<file path="config.mk">
export PLATFORM = sky130hd
export DESIGN_NAME = if_stage
export DESIGN_NICKNAME = d
export VERILOG_FILES = /design/src/hdl/fetch_pkg.sv /design/src/hdl/branch_prediction_unit.sv /design/src/hdl/if_stage.sv
export VERILOG_INCLUDE_DIRS = /design/src /design/src/hdl
export SDC_FILE = /design/constraint.sdc
export NUM_CORES = 1
export LEC_CHECK = 0
export BUFFER_PORTS_ARGS = -buffer_cell sky130_fd_sc_hd__buf_2
export CORE_ASPECT_RATIO = 0.8
export CORE_UTILIZATION = 60
export DETAILED_ROUTE_END_ITERATION = 12
export PLACE_DENSITY = 0.8
export SLEW_MARGIN = 5
export SYNTH_ARGS = -nofsm -noshare
export SYNTH_HDL_FRONTEND = slang
export SYNTH_SLANG_ARGS = --single-unit
export TNS_END_PERCENT = 30
</file>
<file path="constraint.sdc">
create_clock -name clock -period 10.53 [get_ports clock]
set_input_delay 2.106 -clock clock [delete_from_list [all_inputs] [get_ports clock]]
set_output_delay 2.106 -clock clock [all_outputs]
set_load 0.01 [all_outputs]
</file>
<file path="src/hdl/fetch_params.svh">
`ifndef FETCH_PARAMS_SVH
`define FETCH_PARAMS_SVH

////////////////////
// datapath widths
////////////////////

// pc and address width, one machine word
`define XLEN 32

////////////////////
// branch predictor
////////////////////

// log2 of the btb / counter table depth
// 4 gives 16 direct-mapped entries
// index comes from pc[2 +: BTB_IDX_BITS], pc[1:0] are always zero
`define BTB_IDX_BITS 4

////////////////////
// reset values
////////////////////

// first fetch address after reset
`define RESET_PC 32'h0000_0000

`endif

</file>
<file path="src/hdl/fetch_pkg.sv">
package fetch_pkg;

	////////////////////
	// memory block
	////////////////////

	// one 64-bit line from the instruction memory
	// seen either as the raw doubleword or as two instructions
	typedef union packed {
		logic [63:0] dword;        // whole block as returned by memory
		logic [1:0][31:0] insts;   // insts[0] is bits 31:0, the lower address
	} mem_block_t;

	////////////////////
	// branch counters
	////////////////////

	// 2-bit saturating counter per predictor entry
	// msb set means predict taken
	typedef enum logic [1:0] {
		strong_not_taken = 2'b00,  // saturated low
		weak_not_taken   = 2'b01,  // reset / restart state
		weak_taken       = 2'b10,
		strong_taken     = 2'b11   // saturated high
	} bp_state_t;

endpackage

</file>
<file path="src/hdl/branch_prediction_unit.sv">
`timescale 1ns/10ps

`include "fetch_params.svh"

module branch_prediction_unit
	import fetch_pkg::*;
(
	input  logic              clock,
	input  logic              reset,
	input  logic [`XLEN-1:0]  pc,                 // fetch pc to look up
	input  logic [`XLEN-1:0]  ex_pc,              // pc of resolved branch in execute
	input  logic              ex_branch,          // update strobe
	input  logic              ex_taken,           // resolved direction
	input  logic [`XLEN-1:0]  ex_target_pc,       // resolved target
	output logic              predict_taken,      // lookup result
	output logic [`XLEN-1:0]  predict_target_pc   // predicted next fetch pc
);

	////////////////////
	// geometry
	////////////////////

	localparam int idx_bits = `BTB_IDX_BITS;
	localparam int tag_bits = `XLEN - `BTB_IDX_BITS - 2;  // bits above the index
	localparam int entries  = 2 ** idx_bits;

	////////////////////
	// storage
	////////////////////

	// control state, cleared by reset
	logic [entries-1:0] valid_bits;      // one per entry, set by a taken update
	bp_state_t          counters [entries];

	// payload, written only on taken updates
	logic [tag_bits-1:0] tags    [entries];
	logic [`XLEN-1:0]    targets [entries];

	////////////////////
	// counter step
	////////////////////

	// one step toward the resolved direction, saturating at both ends
	function automatic bp_state_t bp_step(input bp_state_t state, input logic taken);
		bp_state_t next_state;
		next_state = state;
		case (state)
			strong_not_taken: begin
				next_state = taken ? weak_not_taken : strong_not_taken;
			end
			weak_not_taken: begin
				next_state = taken ? weak_taken : strong_not_taken;
			end
			weak_taken: begin
				next_state = taken ? strong_taken : weak_not_taken;
			end
			strong_taken: begin
				next_state = taken ? strong_taken : weak_taken;
			end
			default: begin
				next_state = weak_not_taken;  // unreachable with a 2-bit enum
			end
		endcase
		return next_state;
	endfunction

	////////////////////
	// lookup
	////////////////////

	logic [idx_bits-1:0] look_idx;
	logic [tag_bits-1:0] look_tag;
	logic                look_hit;
	bp_state_t           look_state;

	assign look_idx   = pc[2 +: idx_bits];        // word index, skip byte offset
	assign look_tag   = pc[`XLEN-1 -: tag_bits];  // everything above the index
	assign look_state = counters[look_idx];

	// invalid entries never hit, their tag is don't care
	assign look_hit = valid_bits[look_idx] && (tags[look_idx] == look_tag);

	always_comb begin
		predict_taken = 1'b0;
		if (look_hit) begin
			// counter msb is the direction
			predict_taken = look_state inside {weak_taken, strong_taken};
		end
	end

	// predicted next pc
	// stored target on a taken prediction, fall-through otherwise
	assign predict_target_pc = predict_taken ? targets[look_idx] : pc + `XLEN'(4);

	////////////////////
	// update decode
	////////////////////

	logic [idx_bits-1:0] upd_idx;
	logic [tag_bits-1:0] upd_tag;
	logic                upd_hit;
	bp_state_t           upd_base;    // counter value the step starts from
	bp_state_t           upd_state;   // counter value written back

	assign upd_idx = ex_pc[2 +: idx_bits];
	assign upd_tag = ex_pc[`XLEN-1 -: tag_bits];
	assign upd_hit = valid_bits[upd_idx] && (tags[upd_idx] == upd_tag);

	always_comb begin
		// a different owner (or an empty slot) starts over from weak not taken
		if (upd_hit) begin
			upd_base = counters[upd_idx];
		end else begin
			upd_base = weak_not_taken;
		end
		upd_state = bp_step(upd_base, ex_taken);
	end

	////////////////////
	// control update
	////////////////////

	always_ff @(posedge clock) begin
		if (reset) begin
			valid_bits <= '0;                   // empty table, nothing predicts taken
			for (int i = 0; i < entries; i++) begin
				counters[i] <= weak_not_taken;
			end
		end else if (ex_branch) begin
			counters[upd_idx] <= upd_state;      // every resolved branch trains the counter
			if (ex_taken) begin
				valid_bits[upd_idx] <= 1'b1;     // entry now owns a target
			end
		end
	end

	////////////////////
	// payload update
	////////////////////

	// tag and target only move on taken branches
	// a not-taken update keeps the old target in place
	always_ff @(posedge clock) begin
		if (ex_branch && ex_taken) begin
			tags[upd_idx]    <= upd_tag;
			targets[upd_idx] <= ex_target_pc;
		end
	end

endmodule

</file>
<file path="src/hdl/if_stage.sv">
`timescale 1ns/10ps

`include "fetch_params.svh"

module if_stage
	import fetch_pkg::*;
(
	input  logic              clock,
	input  logic              reset,
	input  logic              if_enable,             // allow pc to advance
	input  logic [`XLEN-1:0]  ex_pc,                 // pc of branch in execute
	input  logic              ex_branch,             // branch resolved this cycle
	input  logic              ex_take_branch,        // its direction
	input  logic              branch_misprediction,  // redirect strobe
	input  logic [`XLEN-1:0]  ex_target_pc,          // correct target on redirect
	input  mem_block_t        imem_data,             // block at imem_addr
	output logic [`XLEN-1:0]  imem_addr,             // doubleword aligned fetch address
	output logic [31:0]       inst,                  // selected instruction
	output logic [`XLEN-1:0]  pc,                    // pc of inst
	output logic [`XLEN-1:0]  npc,                   // pc + 4
	output logic              predict_taken,         // from predictor
	output logic [`XLEN-1:0]  predict_target_pc      // from predictor
);

	////////////////////
	// pc datapath
	////////////////////

	logic [`XLEN-1:0] pc_reg;       // address being fetched this cycle
	logic [`XLEN-1:0] pc_plus_4;    // sequential successor
	logic [`XLEN-1:0] next_pc;      // mux output, loaded on enable
	logic             pc_load;      // register enable

	assign pc_plus_4 = pc_reg + `XLEN'(4);

	// a redirect must land even during a stall
	assign pc_load = if_enable | branch_misprediction;

	// priority mux
	always_comb begin
		if (branch_misprediction) begin
			next_pc = ex_target_pc;          // execute knows best
		end else if (predict_taken) begin
			next_pc = predict_target_pc;     // follow the btb
		end else begin
			next_pc = pc_plus_4;
		end
	end

	always_ff @(posedge clock) begin
		if (reset) begin
			pc_reg <= `RESET_PC;
		end else if (pc_load) begin
			pc_reg <= next_pc;
		end                                  // else hold, stall
	end

	////////////////////
	// memory side
	////////////////////

	// memory returns 64 bits, so drop the low three address bits
	assign imem_addr = {pc_reg[`XLEN-1:3], 3'b000};

	// pc[2] picks the upper or lower word of the block
	assign inst = imem_data.insts[pc_reg[2]];

	////////////////////
	// to decode
	////////////////////

	assign pc  = pc_reg;
	assign npc = pc_plus_4;

	// predictor, lookup on the current pc, trained from execute
	branch_prediction_unit bpu_0 (
		.clock             (clock),
		.reset             (reset),
		.pc                (pc_reg),
		.ex_pc             (ex_pc),
		.ex_branch         (ex_branch),
		.ex_taken          (ex_take_branch),
		.ex_target_pc      (ex_target_pc),
		.predict_taken     (predict_taken),
		.predict_target_pc (predict_target_pc)
	);

endmodule

</file>
==> summary.md <==
| Metric | Value |
|---|---|
| Status | complete, no violations |
| Worst Hold Depth | 2 |
| Total of fill cells in the finished design | 4381 |
| Crit path launch type | flop |
| Commonest register cell after synthesis | sky130_fd_sc_hd__edfxtp_1 |
| Most common cell after layout, fill and taps aside | sky130_fd_sc_hd__edfxtp_1 |
| Overall via count from detail_route | between 20000 and 25000 |
| Post-detailed-route wirelength per cell | approximately 34 um |
| Leading cell types in the layout, fill and taps excluded | sky130_fd_sc_hd__edfxtp_1 (960), sky130_fd_sc_hd__mux4_2 (412), sky130_fd_sc_hd__buf_2 (287), sky130_fd_sc_hd__clkbuf_16 (96) |
| Std cell rows | 88 |
| Dominant combinational cell family by area after synthesis | multiplexers |
| Average via count per standard cell | 7.112 |
| Pwr dens | 174.9 mW/mm^2 |
| Required time of the critical path | 8.42 ns |
| IO Port Bufs | approximately 290 |
| Post-synthesis async set-or-reset flop share | 0 |
| Post-CTS repair timing setup buffer count | 0 |
| Max FFs per register | 512 |
| Largest net degree at the start of global routing | 111 |
| Die area | 0.07504 mm^2 |
| Measured slew at the worst slew-check pin | approximately 1.2 ns |
| Hold crit path type | flop to flop |
| Capturing element of the worst setup path | predict_target_pc[30] |
| Core Box Area | between 0.07 and 0.08 mm^2 |
| Drc violations | 0 |
| Final setup violation count | 0 |
| Worst Clk Skew | about 0.027 ns |
| Worst hold slack | 0.4953 ns |
| Average instance area after synthesis | between 20 and 25 um^2 |
| Leakage power | 0.01615 uW |
| Iter 0 DRT Violations | 3355 |
| Worst R2R Setup Slack | 4.84 ns |
| Final #Nets | between 2000 and 3000 |
| Slew HR | 0.2079 |
| Data arrival time at the worst-slack endpoint | 6.11 ns |
| CTS tree | done |
| Clock slew at the register clock pins of the worst setup and hold paths | 0.07 ns |
| Sum of negative setup slack | 0 ns |
| Number of storage elements in the synthesis netlist | 1012 |
| Final max-slew violation count | 0 |
| Adder and majority gate portion of the synthesized area | 0.0005077 |
| Global-route track usage on met1 | 0.4200 |
| Highest-utilization routing layer at the global route stage | met2 |
| Final Util | 0.6825 |
| Cells along the critical path | buf_12 > mux4_2 > mux2i_1 > mux2i_1 > xnor2_1 > o21ai_0 > nor4_2 > nand2_2 > inv_4 > mux2_1 > buf_2 |
| Number of distinct library cells after synthesis | a little under 60 |
| Kind of end point of the critical path | output pin |
| Total wire length | 118000 um |
| Finished layout cell area | 0.04959 mm^2 |
| Die span in x | 306.0 um |
| Cts repair resizes | 0 |
| Portion of netlist area occupied by mux cells | 0.2422 |
| Insertion delay of the later-clocked pin in the worst-skew pair | approximately 0.66 ns |
| Fraction of final layout cells with drive strength greater than 1 | 0.4143 |
| Top flop regs | bpu_0.targets: 512 flops, bpu_0.tags: 416 flops |
| Tcrit/Tclk final | 0.7800 |
| Number of instances in the synthesized netlist | 2155 |
| Placement Cell Area | about 0.047 mm^2 |
| Post-CTS Hold Fix Bufs | 0 |
| Initial cell density of the core | 0.6105 |
| Global-route wire length before repair | 169200 um |
| Maximum operating frequency | 121.8 MHz |
| Synth warn | 0 |
| Top register by number of flip-flops | bpu_0.targets |
| Unrepaired setup endpoints after global routing | false |
| Clk root buf | sky130_fd_sc_hd__clkbuf_16 |
| Global-route usage over all layers | 0.3188 |
| Setup CP Type | flop to output pin |
| Initial antenna violation count | 18 |
| Vias in the first global route | 24624 |
| IO Pins | 295 |
| Critical-path top delay cell | sky130_fd_sc_hd__nor4_2 |
| Dpl hpwl | about 67000 um |
| Met3 layer usage reported by global route | 0.08539 |
| Fraction of the mapped netlist area in simple logic gates | 0.02499 |
| Vertical die dimension | between 200 and 250 um |
| Post-Synth XOR/XNOR Area | 0.01579 |
| EDFF count, synth | 960 |
| Delay of the slowest cell on the worst path | 0.90 ns |
| Max-cap check violation count | 0 |
| Most used cell, CP | sky130_fd_sc_hd__mux2i_1 |
| Sequential-to-total area share from yosys stat | 0.6733 |
| Antenna Nets Post-Route | 0 |
| Worst Reg-to-Reg Cells | 11 |
| Synthesis-to-finish area growth | 11.79% |
| Clock Tree Buf Depth | 3 |
| Number of buffers created by CTS | 92 |
| Worst voltage drop across the vdd grid | 0.0002014 V |
| Post-synthesis compound-gate area fraction | 0.01901 |
| Netlist area before placement | 0.04436 mm^2 |
| Final hold violations | 0 |
| Pre-Repair DR Iteration Count | 5 |
| Clock Sink Count | just over 1000 |
| Gp weighted congestion | 0.8136 |
| Crit path time final | 8.213 ns |
| Max Fanout on Critical Path | 82 |
| Gr ovfl total | 0 |
| Deepest level of the CTS H-tree | 3 |
| Global routing usage on met2 | 0.5070 |
## cell usage after synthesis (3+ instances only)
| library cell | count | area [um^2] |
|---|---|---|
| sky130_fd_sc_hd__inv_1 | 10 | 37.54 |
| sky130_fd_sc_hd__a221o_1 | 3 | 30.03 |
| sky130_fd_sc_hd__a22o_1 | 29 | 254.0 |
| sky130_fd_sc_hd__edfxtp_1 | 960 | 28830 |
| sky130_fd_sc_hd__mux2i_1 | 65 | 650.6 |
| sky130_fd_sc_hd__nand3_1 | 32 | 160.2 |
| sky130_fd_sc_hd__buf_4 | 46 | 345.3 |
| sky130_fd_sc_hd__buf_2 | 42 | 210.2 |
| sky130_fd_sc_hd__nand2b_1 | 17 | 106.4 |
| sky130_fd_sc_hd__buf_6 | 11 | 123.9 |
| sky130_fd_sc_hd__buf_1 | 15 | 56.30 |
| sky130_fd_sc_hd__nor4_2 | 3 | 37.54 |
| sky130_fd_sc_hd__xor2_1 | 15 | 131.4 |
| sky130_fd_sc_hd__a31oi_1 | 3 | 18.77 |
| sky130_fd_sc_hd__nor2b_1 | 5 | 31.28 |
| sky130_fd_sc_hd__mux4_2 | 412 | 9279 |
| sky130_fd_sc_hd__nand4_1 | 22 | 137.6 |
| sky130_fd_sc_hd__nor2_2 | 10 | 62.56 |
| sky130_fd_sc_hd__nor3_1 | 15 | 75.07 |
| sky130_fd_sc_hd__mux2_2 | 42 | 473.0 |
| sky130_fd_sc_hd__xnor2_1 | 65 | 569.3 |
| sky130_fd_sc_hd__and3_1 | 3 | 18.77 |
| sky130_fd_sc_hd__o22ai_1 | 3 | 18.77 |
| sky130_fd_sc_hd__o21ai_0 | 9 | 45.04 |
| sky130_fd_sc_hd__nor2_1 | 70 | 262.8 |
| sky130_fd_sc_hd__dfxtp_1 | 52 | 1041 |
| sky130_fd_sc_hd__mux2_4 | 22 | 330.3 |
| sky130_fd_sc_hd__and4_1 | 3 | 26.28 |
| sky130_fd_sc_hd__clkbuf_1 | 62 | 232.7 |
| sky130_fd_sc_hd__or2_2 | 4 | 25.02 |
| sky130_fd_sc_hd__nand2_1 | 32 | 120.1 |
| sky130_fd_sc_hd__a31o_2 | 33 | 289.0 |
| sky130_fd_sc_hd__a22oi_1 | 5 | 37.54 |
## cells by family (layout without fill, tap and decap cells)
logic type	Yosys count	in the layout
muxes	542	542
other	1	12
xor gates and xnor gates	80	80
AOI/OAI and AO/OA	104	104
adders and majority gates	2	2
buffers and inverters	191	520
and+or+nand+nor	223	223
DFF	1012	1012
## layout make-up
class	instances	area [um^2]	area share
flip-flops and latches	1012	29880	0.6025
multi-input cells	954	13550	0.2732
clock buffers	125	2601	0.05245
repair buffers	342	1893	0.03817
well taps	945	1182	0.02384
clock inverters	41	411.6	0.008300
inverters	12	50.05	0.001009
diodes	9	22.52	0.0004541
## per-layer routing
layer / routed length, um / share of wire
met3: 14720 / 0.12
met4: 5453 / 0.046
met5: 115 / 0.00097
met2: 57020 / 0.48
met1: 40710 / 0.34
## worst min path at each step
stage                                      start                                 to  slack, ns
6_report       bpu_0.valid_bits[14]$_SDFFE_PP0P_  bpu_0.valid_bits[14]$_SDFFE_PP0P_       0.50
5_1_grt         bpu_0.valid_bits[6]$_SDFFE_PP0P_   bpu_0.valid_bits[6]$_SDFFE_PP0P_       0.51
4_1_cts        bpu_0.valid_bits[14]$_SDFFE_PP0P_  bpu_0.valid_bits[14]$_SDFFE_PP0P_       0.49
3_5_place_dp   bpu_0.valid_bits[14]$_SDFFE_PP0P_  bpu_0.valid_bits[14]$_SDFFE_PP0P_       0.48
3_3_place_gp   bpu_0.valid_bits[10]$_SDFFE_PP0P_  bpu_0.valid_bits[10]$_SDFFE_PP0P_       0.46
2_1_floorplan  bpu_0.valid_bits[10]$_SDFFE_PP0P_  bpu_0.valid_bits[10]$_SDFFE_PP0P_       0.45
## metrics by stage
step	worst slack (ns)	power, uW	std cells
6_report	2.317	8674	3440
5_1_grt	2.074	8871	3438
4_1_cts	2.354	8685	3431
3_5_place_dp	3.137	5373	3265
3_3_place_gp	3.191	5352	3265
2_1_floorplan	2.409	5101	2157
## critical path, delay by kind of cell, from the launching register on
family	cells	cell delay, ns
xor+xnor	1	0.39
mux	4	1.36
flops	1	0.86
compound gates	1	0.23
simple gates	2	1.09
buf+inv	3	1.35
## power by group
| part | total (uW) | internal (uW) | switching, uW |
|---|---|---|---|
| combinational | 771 | 357 | 414 |
| clock | 3380 | 1920 | 1450 |
| sequential | 4530 | 4460 | 66.2 |
| total | 8670 | 6740 | 1930 |
No activity file was read; power rests on OpenSTA's default activity.
